$ cat config.mk
export PLATFORM = sky130hd
export DESIGN_NAME = execute_top
export DESIGN_NICKNAME = d
export VERILOG_FILES = /design/src/source/rv_isa_pkg.sv /design/src/source/ex_ctrl_pkg.sv /design/src/source/operand_select.sv /design/src/source/alu.sv /design/src/source/branch_unit.sv /design/src/source/ex_mem_register.sv /design/src/source/execute_top.sv
export SDC_FILE = /design/constraint.sdc
export NUM_CORES = 1
export LEC_CHECK = 0
export ABC_CLOCK_PERIOD_IN_PS = 800
export BUFFER_PORTS_ARGS = -buffer_cell sky130_fd_sc_hd__clkbuf_2
export CORE_UTILIZATION = 54
export CTS_CLUSTER_DIAMETER = 50
export DETAILED_ROUTE_END_ITERATION = 8
export GPL_ROUTABILITY_DRIVEN = 0
export PLACE_DENSITY = 0.79
export SETUP_SLACK_MARGIN = 0.1
export SKIP_LAST_GASP = 1
export SLEW_MARGIN = 20
export SYNTH_ARGS = -nofsm -noshare
export SYNTH_HDL_FRONTEND = slang
export SYNTH_SLANG_ARGS = --single-unit
$ cat constraint.sdc
create_clock -name clk -period 0.8 [get_ports clk]
set_input_delay 0.04 -clock clk [delete_from_list [all_inputs] [get_ports clk]]
set_output_delay 0.04 -clock clk [all_outputs]
set_load 0.01 [all_outputs]
$ cat src/source/rv_isa_pkg.sv
`default_nettype none

package rv_isa_pkg;

    // Register file index width, x0..x31
    localparam int unsigned reg_idx_w = 5;

    // Fixed RV32I instruction size in bytes, used for the link address
    localparam int unsigned inst_bytes = 4;

    // ALU function codes
    // Low three bits follow funct3, bit 3 marks the funct7 alternate form
    typedef enum logic [3:0] {
        alu_add    = 4'b0000,
        alu_sll    = 4'b0001,
        alu_slt    = 4'b0010,
        alu_sltu   = 4'b0011,
        alu_xor    = 4'b0100,
        alu_srl    = 4'b0101,
        alu_or     = 4'b0110,
        alu_and    = 4'b0111,
        alu_sub    = 4'b1000,  // funct7 bit 5 set
        alu_sra    = 4'b1101,  // funct7 bit 5 set
        alu_pass_b = 4'b1111   // Operand b straight through
    } alu_fn_t;

    // Branch conditions, encoded as the B-type funct3
    typedef enum logic [2:0] {
        br_beq  = 3'b000,
        br_bne  = 3'b001,
        br_blt  = 3'b100,
        br_bge  = 3'b101,
        br_bltu = 3'b110,
        br_bgeu = 3'b111
    } br_cond_t;

endpackage

`default_nettype wire

$ cat src/source/ex_ctrl_pkg.sv
`default_nettype none

package ex_ctrl_pkg;

    // Operand class from decode, picks where ALU operands come from
    typedef enum logic [2:0] {
        op_mem    = 3'b000,  // Load or store, address is rs1 + imm
        op_branch = 3'b001,  // Conditional branch
        op_arith  = 3'b010,  // R-type or I-type arithmetic
        op_jal    = 3'b011,
        op_lui    = 3'b100,
        op_auipc  = 3'b101,
        op_jalr   = 3'b111
    } op_class_t;

    // Classes that write a destination register
    // Mem and branch never do in this stage
    function automatic logic class_writes_rd(op_class_t cls);
        return !(cls inside {op_mem, op_branch});
    endfunction

endpackage

`default_nettype wire

$ cat src/source/operand_select.sv
`default_nettype none

module operand_select #(
    parameter int unsigned xlen = 32
) (
    input  ex_ctrl_pkg::op_class_t op_class,
    input  rv_isa_pkg::alu_fn_t    alu_fn,
    input  logic                   imm_sel,     // 1 selects imm as operand b
    input  logic [xlen-1:0]        rs1_value,
    input  logic [xlen-1:0]        rs2_value,
    input  logic [xlen-1:0]        imm,
    input  logic [xlen-1:0]        pc,
    output logic [xlen-1:0]        op_a,
    output logic [xlen-1:0]        op_b,
    output rv_isa_pkg::alu_fn_t    alu_fn_eff   // Function the ALU actually runs
);
    import rv_isa_pkg::*;
    import ex_ctrl_pkg::*;

    // Link offset, pc + 4 is the return address
    localparam logic [xlen-1:0] link_step = xlen'(inst_bytes);

    always_comb
    begin
        // Defaults match register arithmetic
        op_a       = rs1_value;
        op_b       = rs2_value;
        alu_fn_eff = alu_fn;
        case (op_class)
            op_mem:
            begin
                op_b       = imm;      // Effective address
                alu_fn_eff = alu_add;
            end
            op_branch:
            begin
                // Result is dropped, branch_unit makes the decision
                alu_fn_eff = alu_sub;
            end
            op_arith:
            begin
                op_b = imm_sel ? imm : rs2_value;
            end
            op_lui:
            begin
                op_a       = '0;       // 0 + imm gives the upper immediate
                op_b       = imm;
                alu_fn_eff = alu_add;
            end
            op_auipc:
            begin
                op_a       = pc;
                op_b       = imm;
                alu_fn_eff = alu_add;
            end
            op_jal, op_jalr:
            begin
                op_a       = pc;
                op_b       = link_step;
                alu_fn_eff = alu_add;  // Link address into rd
            end
            default: ;                 // Unused class code, keep defaults
        endcase
    end

endmodule

`default_nettype wire

$ cat src/source/alu.sv
`default_nettype none

module alu #(
    parameter int unsigned xlen = 32
) (
    input  rv_isa_pkg::alu_fn_t fn,
    input  logic                check_en,  // Instruction in the stage is valid
    input  logic [xlen-1:0]     a,
    input  logic [xlen-1:0]     b,
    output logic [xlen-1:0]     y
);
    import rv_isa_pkg::*;

    // 5 bits at 32, 6 bits at 64
    localparam int unsigned shamt_w = $clog2(xlen);

    logic [shamt_w-1:0] shamt;
    logic               lt_signed;
    logic               lt_unsigned;

    assign shamt       = b[shamt_w-1:0];  // Upper bits of b ignored, as in RV32I
    assign lt_signed   = $signed(a) < $signed(b);
    assign lt_unsigned = a < b;

    always_comb
    begin
        case (fn)
            alu_add:    y = a + b;
            alu_sub:    y = a - b;
            alu_sll:    y = a << shamt;
            alu_slt:    y = {{(xlen-1){1'b0}}, lt_signed};
            alu_sltu:   y = {{(xlen-1){1'b0}}, lt_unsigned};
            alu_xor:    y = a ^ b;
            alu_srl:    y = a >> shamt;
            alu_sra:    y = $unsigned($signed(a) >>> shamt);  // Sign fills from the left
            alu_or:     y = a | b;
            alu_and:    y = a & b;
            alu_pass_b: y = b;
            default:    y = '0;  // Unassigned codes
        endcase
    end

    // Decode must hand over a known function whenever the slot is live
    always_comb
    begin
        if (check_en)
        begin
            assert final (!$isunknown(fn))
                else $error("alu: function code unknown with valid instruction");
        end
    end

endmodule

`default_nettype wire

$ cat src/source/branch_unit.sv
`default_nettype none

module branch_unit #(
    parameter int unsigned xlen = 32
) (
    input  ex_ctrl_pkg::op_class_t op_class,
    input  rv_isa_pkg::br_cond_t   br_cond,
    input  logic [xlen-1:0]        rs1_value,
    input  logic [xlen-1:0]        rs2_value,
    input  logic [xlen-1:0]        pc,
    input  logic [xlen-1:0]        imm,
    output logic                   taken,
    output logic [xlen-1:0]        target
);
    import rv_isa_pkg::*;
    import ex_ctrl_pkg::*;

    logic            eq;
    logic            lt_s;
    logic            lt_u;
    logic            cond_met;
    logic [xlen-1:0] pc_rel;     // pc + imm for branch and jal
    logic [xlen-1:0] reg_rel;    // rs1 + imm for jalr

    assign eq      = rs1_value == rs2_value;
    assign lt_s    = $signed(rs1_value) < $signed(rs2_value);
    assign lt_u    = rs1_value < rs2_value;
    assign pc_rel  = pc + imm;
    assign reg_rel = rs1_value + imm;

    always_comb
    begin
        case (br_cond)
            br_beq:  cond_met = eq;
            br_bne:  cond_met = !eq;
            br_blt:  cond_met = lt_s;
            br_bge:  cond_met = !lt_s;
            br_bltu: cond_met = lt_u;
            br_bgeu: cond_met = !lt_u;
            default: cond_met = 1'b0;  // funct3 010 and 011 are not branches
        endcase
    end

    always_comb
    begin
        taken  = 1'b0;
        target = pc_rel;
        case (op_class)
            op_branch: taken = cond_met;
            op_jal:    taken = 1'b1;
            op_jalr:
            begin
                taken  = 1'b1;
                target = {reg_rel[xlen-1:1], 1'b0};  // LSB dropped per spec
            end
            default: ;
        endcase
    end

endmodule

`default_nettype wire

$ cat src/source/ex_mem_register.sv
`default_nettype none

module ex_mem_register #(
    parameter int unsigned xlen = 32
) (
    input  logic                               clk,
    input  logic                               rst,
    input  logic                               stall,      // Hold everything
    input  logic                               flush,      // Drop the held instruction
    input  logic                               in_valid,
    input  ex_ctrl_pkg::op_class_t             op_class,
    input  logic [xlen-1:0]                    alu_result,
    input  logic [xlen-1:0]                    target,
    input  logic [xlen-1:0]                    rs2_value,
    input  logic                               taken,
    input  logic [rv_isa_pkg::reg_idx_w-1:0]   rd,
    output logic                               out_valid,
    output logic [rv_isa_pkg::reg_idx_w-1:0]   out_rd,
    output logic                               rd_we,
    output logic                               branch_taken,
    output logic [xlen-1:0]                    result,
    output logic [xlen-1:0]                    branch_target,
    output logic [xlen-1:0]                    store_data
);
    import ex_ctrl_pkg::*;

    logic rd_we_next;

    // x0 writes are discarded here so later stages need not check
    assign rd_we_next = in_valid && class_writes_rd(op_class) && (rd != '0);

    // Control bits, flush wins over stall
    always_ff @(posedge clk or posedge rst)
    begin
        if (rst)
        begin
            out_valid    <= 1'b0;
            rd_we        <= 1'b0;
            branch_taken <= 1'b0;
        end
        else if (flush)
        begin
            out_valid    <= 1'b0;
            rd_we        <= 1'b0;
            branch_taken <= 1'b0;
        end
        else if (!stall)
        begin
            out_valid    <= in_valid;
            rd_we        <= rd_we_next;
            branch_taken <= in_valid && taken;  // Bubbles never redirect
        end
    end

    // Data side, only qualified by the control bits above
    always_ff @(posedge clk)
    begin
        if (!stall)
        begin
            result        <= alu_result;
            branch_target <= target;
            store_data    <= rs2_value;
            out_rd        <= rd;
        end
    end

    a_flush_clears: assert property (@(posedge clk) disable iff (rst)
        flush |=> !out_valid && !rd_we && !branch_taken)
        else $error("ex_mem_register: state survived a flush");

    // Held instruction must not change under stall
    a_stall_holds: assert property (@(posedge clk) disable iff (rst)
        stall && !flush && out_valid |=> $stable(out_valid) && $stable(rd_we)
            && $stable(branch_taken) && $stable(result) && $stable(branch_target)
            && $stable(store_data) && $stable(out_rd))
        else $error("ex_mem_register: outputs moved during stall");

endmodule

`default_nettype wire

$ cat src/source/execute_top.sv
`default_nettype none

module execute_top #(
    parameter int unsigned xlen = 32
) (
    input  logic                               clk,
    input  logic                               rst,
    input  logic                               in_valid,
    input  ex_ctrl_pkg::op_class_t             op_class,
    input  rv_isa_pkg::alu_fn_t                alu_fn,
    input  rv_isa_pkg::br_cond_t               br_cond,
    input  logic                               imm_sel,
    input  logic [xlen-1:0]                    rs1_value,
    input  logic [xlen-1:0]                    rs2_value,
    input  logic [xlen-1:0]                    imm,
    input  logic [xlen-1:0]                    pc,
    input  logic [rv_isa_pkg::reg_idx_w-1:0]   rd,
    input  logic                               stall,
    input  logic                               flush,
    output logic                               out_valid,
    output logic [xlen-1:0]                    result,
    output logic [rv_isa_pkg::reg_idx_w-1:0]   out_rd,
    output logic                               rd_we,
    output logic                               branch_taken,
    output logic [xlen-1:0]                    branch_target,
    output logic [xlen-1:0]                    store_data   // rs2 for the memory stage
);
    import rv_isa_pkg::*;

    logic [xlen-1:0] op_a;
    logic [xlen-1:0] op_b;
    alu_fn_t         alu_fn_eff;
    logic [xlen-1:0] alu_result;
    logic            taken;
    logic [xlen-1:0] target;

    operand_select #(.xlen(xlen)) u_operand_select (
        .op_class   (op_class),
        .alu_fn     (alu_fn),
        .imm_sel    (imm_sel),
        .rs1_value  (rs1_value),
        .rs2_value  (rs2_value),
        .imm        (imm),
        .pc         (pc),
        .op_a       (op_a),
        .op_b       (op_b),
        .alu_fn_eff (alu_fn_eff)
    );

    alu #(.xlen(xlen)) u_alu (
        .fn       (alu_fn_eff),
        .check_en (in_valid),   // Only live slots are checked
        .a        (op_a),
        .b        (op_b),
        .y        (alu_result)
    );

    branch_unit #(.xlen(xlen)) u_branch_unit (
        .op_class  (op_class),
        .br_cond   (br_cond),
        .rs1_value (rs1_value),
        .rs2_value (rs2_value),
        .pc        (pc),
        .imm       (imm),
        .taken     (taken),
        .target    (target)
    );

    // Single stage of storage, the only cycle of latency
    ex_mem_register #(.xlen(xlen)) u_ex_mem_register (
        .clk           (clk),
        .rst           (rst),
        .stall         (stall),
        .flush         (flush),
        .in_valid      (in_valid),
        .op_class      (op_class),
        .alu_result    (alu_result),
        .target        (target),
        .rs2_value     (rs2_value),
        .taken         (taken),
        .rd            (rd),
        .out_valid     (out_valid),
        .out_rd        (out_rd),
        .rd_we         (rd_we),
        .branch_taken  (branch_taken),
        .result        (result),
        .branch_target (branch_target),
        .store_data    (store_data)
    );

endmodule

`default_nettype wire

==> metrics.txt, run 1 <==
row cnt 65; Starting Density 55.0%; Synth top cells by count 239 x a21oi_1, 190 x ha_1, 185 x nand2_1; largest net degree at the start of global routing 63; first-pass GRT wire length 233000 um; Synth Warn # 0; Mapped Nets 2606; remaining global-route overflow 1043; die height 181 um; top cell type's share of synthesized area 17.5%; clock buffer count from CTS 9; # IOs 253; Yosys reg bits 104; most frequent cell after synthesis a21oi_1; Post-Place Setup Slack -3.26 ns; EDFF count, synth 101; Post-Synthesis Cells 2263; dominant synthesized flop cell edfxtp_1; H-tree levels 3; clock root cell clkbuf_16; clock buffer depth 2; PortBufs 252; vias in the first global route 34.2k; share of flip-flops with an asynchronous set or reset 2.88%; post-synthesis sequential area ratio 17.9%; post-placement cell count 3581; Post-Syn Area per Cell 7.67 um2; Stopped at global routing (5_1_grt); Die Wd 181 um; All-Layer GR Usage 92.0%; Synth cell types 91; cell area after synthesis 0.0174 mm2; synth top area cells edfxtp_1 17%, ha_1 14%, mux2i_1 8.3%; status did not finish; DP HPWL 70400 um; clock sink count 104; error msg [ERROR GRT-0116] Global routing finished with congestion. Check the congestion regions in the DRC Viewer.; leading area contributor after synthesis edfxtp_1
==> per-layer routing <==
metal	track usage, %	GRT overflow
met1	88.5	43
met3	81.0	35
met2	106	628
met4	97.4	330
met5	57.5	7
==> kinds of logic after synthesis <==
group	count (synthesis)	synth area share [%]
AO/OA/AOI/OAI	790	29.7
AND/OR/NAND/NOR	641	17.5
buffers and inverters	297	7.27
adder cells (fa/ha/maj)	194	14.2
multiplexers	162	9.65
flip-flops	104	17.9
XOR/XNOR	75	3.79
==> metrics by stage <==
stage	hold slack [ns]	utilization (%)	instance area (um2)	setup TNS, ns
2_1_floorplan	-0.206	-	18100	-225.11
3_3_place_gp	-0.116	80.1	25300	-151.42
3_5_place_dp	-0.111	80.1	25300	-162.09
4_1_cts	-0.0601	87.6	27600	-130.86
==> what timing repair did <==
item	4_1_cts
endpoints found under the setup margin	170
endpoints found under the hold margin	39
cloned	4
buffers inserted	63
pin swaps	111
hold buffers	37
resized for setup	208
==> run 2, diff against run 1 <==
--- a/config.mk
+++ b/config.mk
@@ -5,14 +5,12 @@
 export SDC_FILE = /design/constraint.sdc
 export NUM_CORES = 1
 export LEC_CHECK = 0
-export ABC_CLOCK_PERIOD_IN_PS = 800
+export ABC_CLOCK_PERIOD_IN_PS = 1000
 export BUFFER_PORTS_ARGS = -buffer_cell sky130_fd_sc_hd__clkbuf_2
-export CORE_UTILIZATION = 54
-export CTS_CLUSTER_DIAMETER = 50
+export CORE_UTILIZATION = 40
 export DETAILED_ROUTE_END_ITERATION = 8
 export GPL_ROUTABILITY_DRIVEN = 0
-export PLACE_DENSITY = 0.79
-export SETUP_SLACK_MARGIN = 0.1
+export PLACE_DENSITY_LB_ADDON = 0.15
 export SKIP_LAST_GASP = 1
 export SLEW_MARGIN = 20
 export SYNTH_ARGS = -nofsm -noshare
==> constraint.sdc (replaced) <==
create_clock -name clk -period 1 [get_ports clk]
set_input_delay 0.05 -clock clk [delete_from_list [all_inputs] [get_ports clk]]
set_output_delay 0.05 -clock clk [all_outputs]
set_load 0.01 [all_outputs]
==> run 2 against run 1 <==
  * The flow now finishes, with violations (design-rule violations, negative setup slack)
  * Synthesized cell count unchanged
  * Area after synthesis is the same
==> metrics.txt, run 2 <==
status finished with violations; failing checks design-rule violations, negative setup slack; clock root cell clkbuf_16; CORE AREA 0.0423 mm2; critical path peak fanout 8; most frequent cells in the layout 819 x buf_4, 220 x clkbuf_2, 175 x a21oi_1; largest net degree at the start of global routing 61; row cnt 75; share of flip-flops with an asynchronous set or reset 2.88%; Leakage Power 0.0139 uW; Yosys reg bits 104; Synth cell types 91; worst path arrival time 3.63 ns; clock latency on the worst-skew pair 0.41 ns; Post-Syn Area per Cell 7.67 um2; initial antenna violation count 2; # IOs 253; DR vias 23.9k; footprint of the multi-input gates 0.0157 mm2; Mapped Nets 2606; Slew headroom 49.1%; maximum VDD drop 1.09 mV; leading area contributor after synthesis edfxtp_1; synth top area cells edfxtp_1 17%, ha_1 14%, mux2i_1 8.3%; clock buffer count from CTS 9; clock buffer depth 2; Post-Synthesis Cells 2263; Synth top cells by count 239 x a21oi_1, 190 x ha_1, 185 x nand2_1; Setup WS post-layout -2.50 ns; Die Wd 210 um; setup_tns -102.94 ns; vias in the first global route 23.5k; proportion of layout cells with a drive suffix above 1 48.6%; H-tree levels 3; drt total wl 92700 um; Synth Warn # 0; WP data required 1.13 ns; RSZ-0062 raised after global routing yes; first-pass GRT wire length 134000 um; initial DRC count 3013; clock sink count 104; Hold WC Path Type in2async; CP endpoint kind register; top cell type's share of synthesized area 17.5%; most frequent cell after synthesis a21oi_1; final setup fails 79; fillers 3182; dominant synthesized flop cell edfxtp_1; Antenna Violating Nets Remaining 0; post-synthesis sequential area ratio 17.9%; Via density 6.09; Pins Over Slew Limit 0; die footprint 0.0442 mm2; CTS tree built; final hold violations 0; remaining global-route overflow 0; WS Path Type in2reg; Worst Tran Pin Value 0.755 ns; Area growth, synth to finish 72.6%; Starting Density 41.0%; Largest regs u_ex_mem_register.branch_target: 32 flops, u_ex_mem_register.result: 32 flops, u_ex_mem_register.store_data: 32 flops; EDFF count, synth 101; final core occ 70.8%; drt pass-1 iters 9; DRC 1; commonest non-fill, non-tap cell in the layout buf_4; fin crit period 3.50 ns; All-Layer GR Usage 39.6%; cell area after synthesis 0.0174 mm2; FF/Latch Area 0.00311 mm2; final period utilization 350%; die height 210 um; hold slack 0.0221 ns; Clock Skew 0 ns; max-cap check violation count 0; fmax 286 MHz; CTS clk-pin slew, worst paths 0.08 ns; Avg WL per Cell 23.6 um; CP Launch Type input pin; PortBufs 252; DP HPWL 68900 um; power per standard cell area 1140 mW/mm2; number of diodes 0; Layout Nets 3683
==> run 2: metal layers <==
metal	up-vias	routed length, um	GRT usage, %
li1	10600	-	-
met1	11200	33400	46.1
met2	1617	41200	63.7
met3	535	9480	8.37
met4	4	8540	30.7
met5	-	33	0
==> run 2: worst paths after layout <==
path	to	from	cells after the start	slack, ns
worst max-delay path	u_ex_mem_register.result[18]	op_class[0]	20	-2.50
worst min-delay path	u_ex_mem_register.out_valid	rst	3	0.02
worst max register to register	u_ex_mem_register.branch_taken	u_ex_mem_register.branch_taken	2	0.12
worst min register to register	u_ex_mem_register.out_valid	u_ex_mem_register.out_valid	2	0.56
max in group asynchronous	u_ex_mem_register.branch_taken	rst	3	0.85
min in group clk	u_ex_mem_register.store_data[28]	rs2_value[28]	3	0.03
==> run 2: worst max-delay path, cell delays in order <==
cell,delay (ns)
clkbuf_8,0.14
nor2b_4,0.13
buf_4,0.15
buf_4,0.15
a32oi_4,0.27
nand2_4,0.11
buf_6,0.14
fa_2,0.45
a211oi_4,0.40
o31ai_4,0.11
nand3_2,0.12
and2_4,0.18
o31ai_4,0.08
buf_6,0.14
buf_4,0.12
a21o_1,0.16
a21oi_1,0.19
o2bb2ai_1,0.10
xnor2_1,0.25
o221ai_2,0.17
==> run 2: what timing repair did <==
action	4_1_cts	5_1_grt
endpoints found under the hold margin	42	0
cloned	2	0
setup buffers	62	51
endpoints found under the setup margin	110	115
gates resized for setup	335	233
hold buffers	39	0
pin swaps	165	147
==> run 2: cell type report <==
class	instances	area share, %
Timing Repair Buffer	1208	31.6
Clock buffer	9	0.752
Tap cell	577	2.41
Inverter	155	2.01
Sequential cell	104	10.4
Multi-Input combinational cell	1862	52.5
Clock inverter	6	0.280
==> run 2: report_power, final <==
part           internal [uW]  switching, uW  leakage, uW
Combinational          11400          12700       0.0127
Sequential              5640            214      0.00103
Clock                   1990           2080     0.000152
Total                  19000          15000       0.0139
==> run 2: cells by family (layout without fill, tap and decap cells) <==
family	Yosys count	count (layout)	share of synthesized area, %
AO/OA/AOI/OAI	790	790	29.7
XOR/XNOR	75	75	3.79
adder cells (fa/ha/maj)	194	194	14.2
buffers and inverters	297	1378	7.27
flip-flops	104	104	17.9
multiplexers	162	162	9.65
AND/OR/NAND/NOR	641	641	17.5
==> run 2: per-stage QoR <==
step	power [uW]	instances	setup WS, ns	area, um2
4_1_cts	31600	3879	-2.33	28600
3_3_place_gp	25000	3769	-2.99	25600
3_5_place_dp	25300	3769	-3.05	25600
5_1_grt	35300	3921	-2.56	30000
2_1_floorplan	16100	2263	-2.82	18100
6_report	34000	3921	-2.50	30000
No activity file was read; power rests on OpenSTA's default activity.
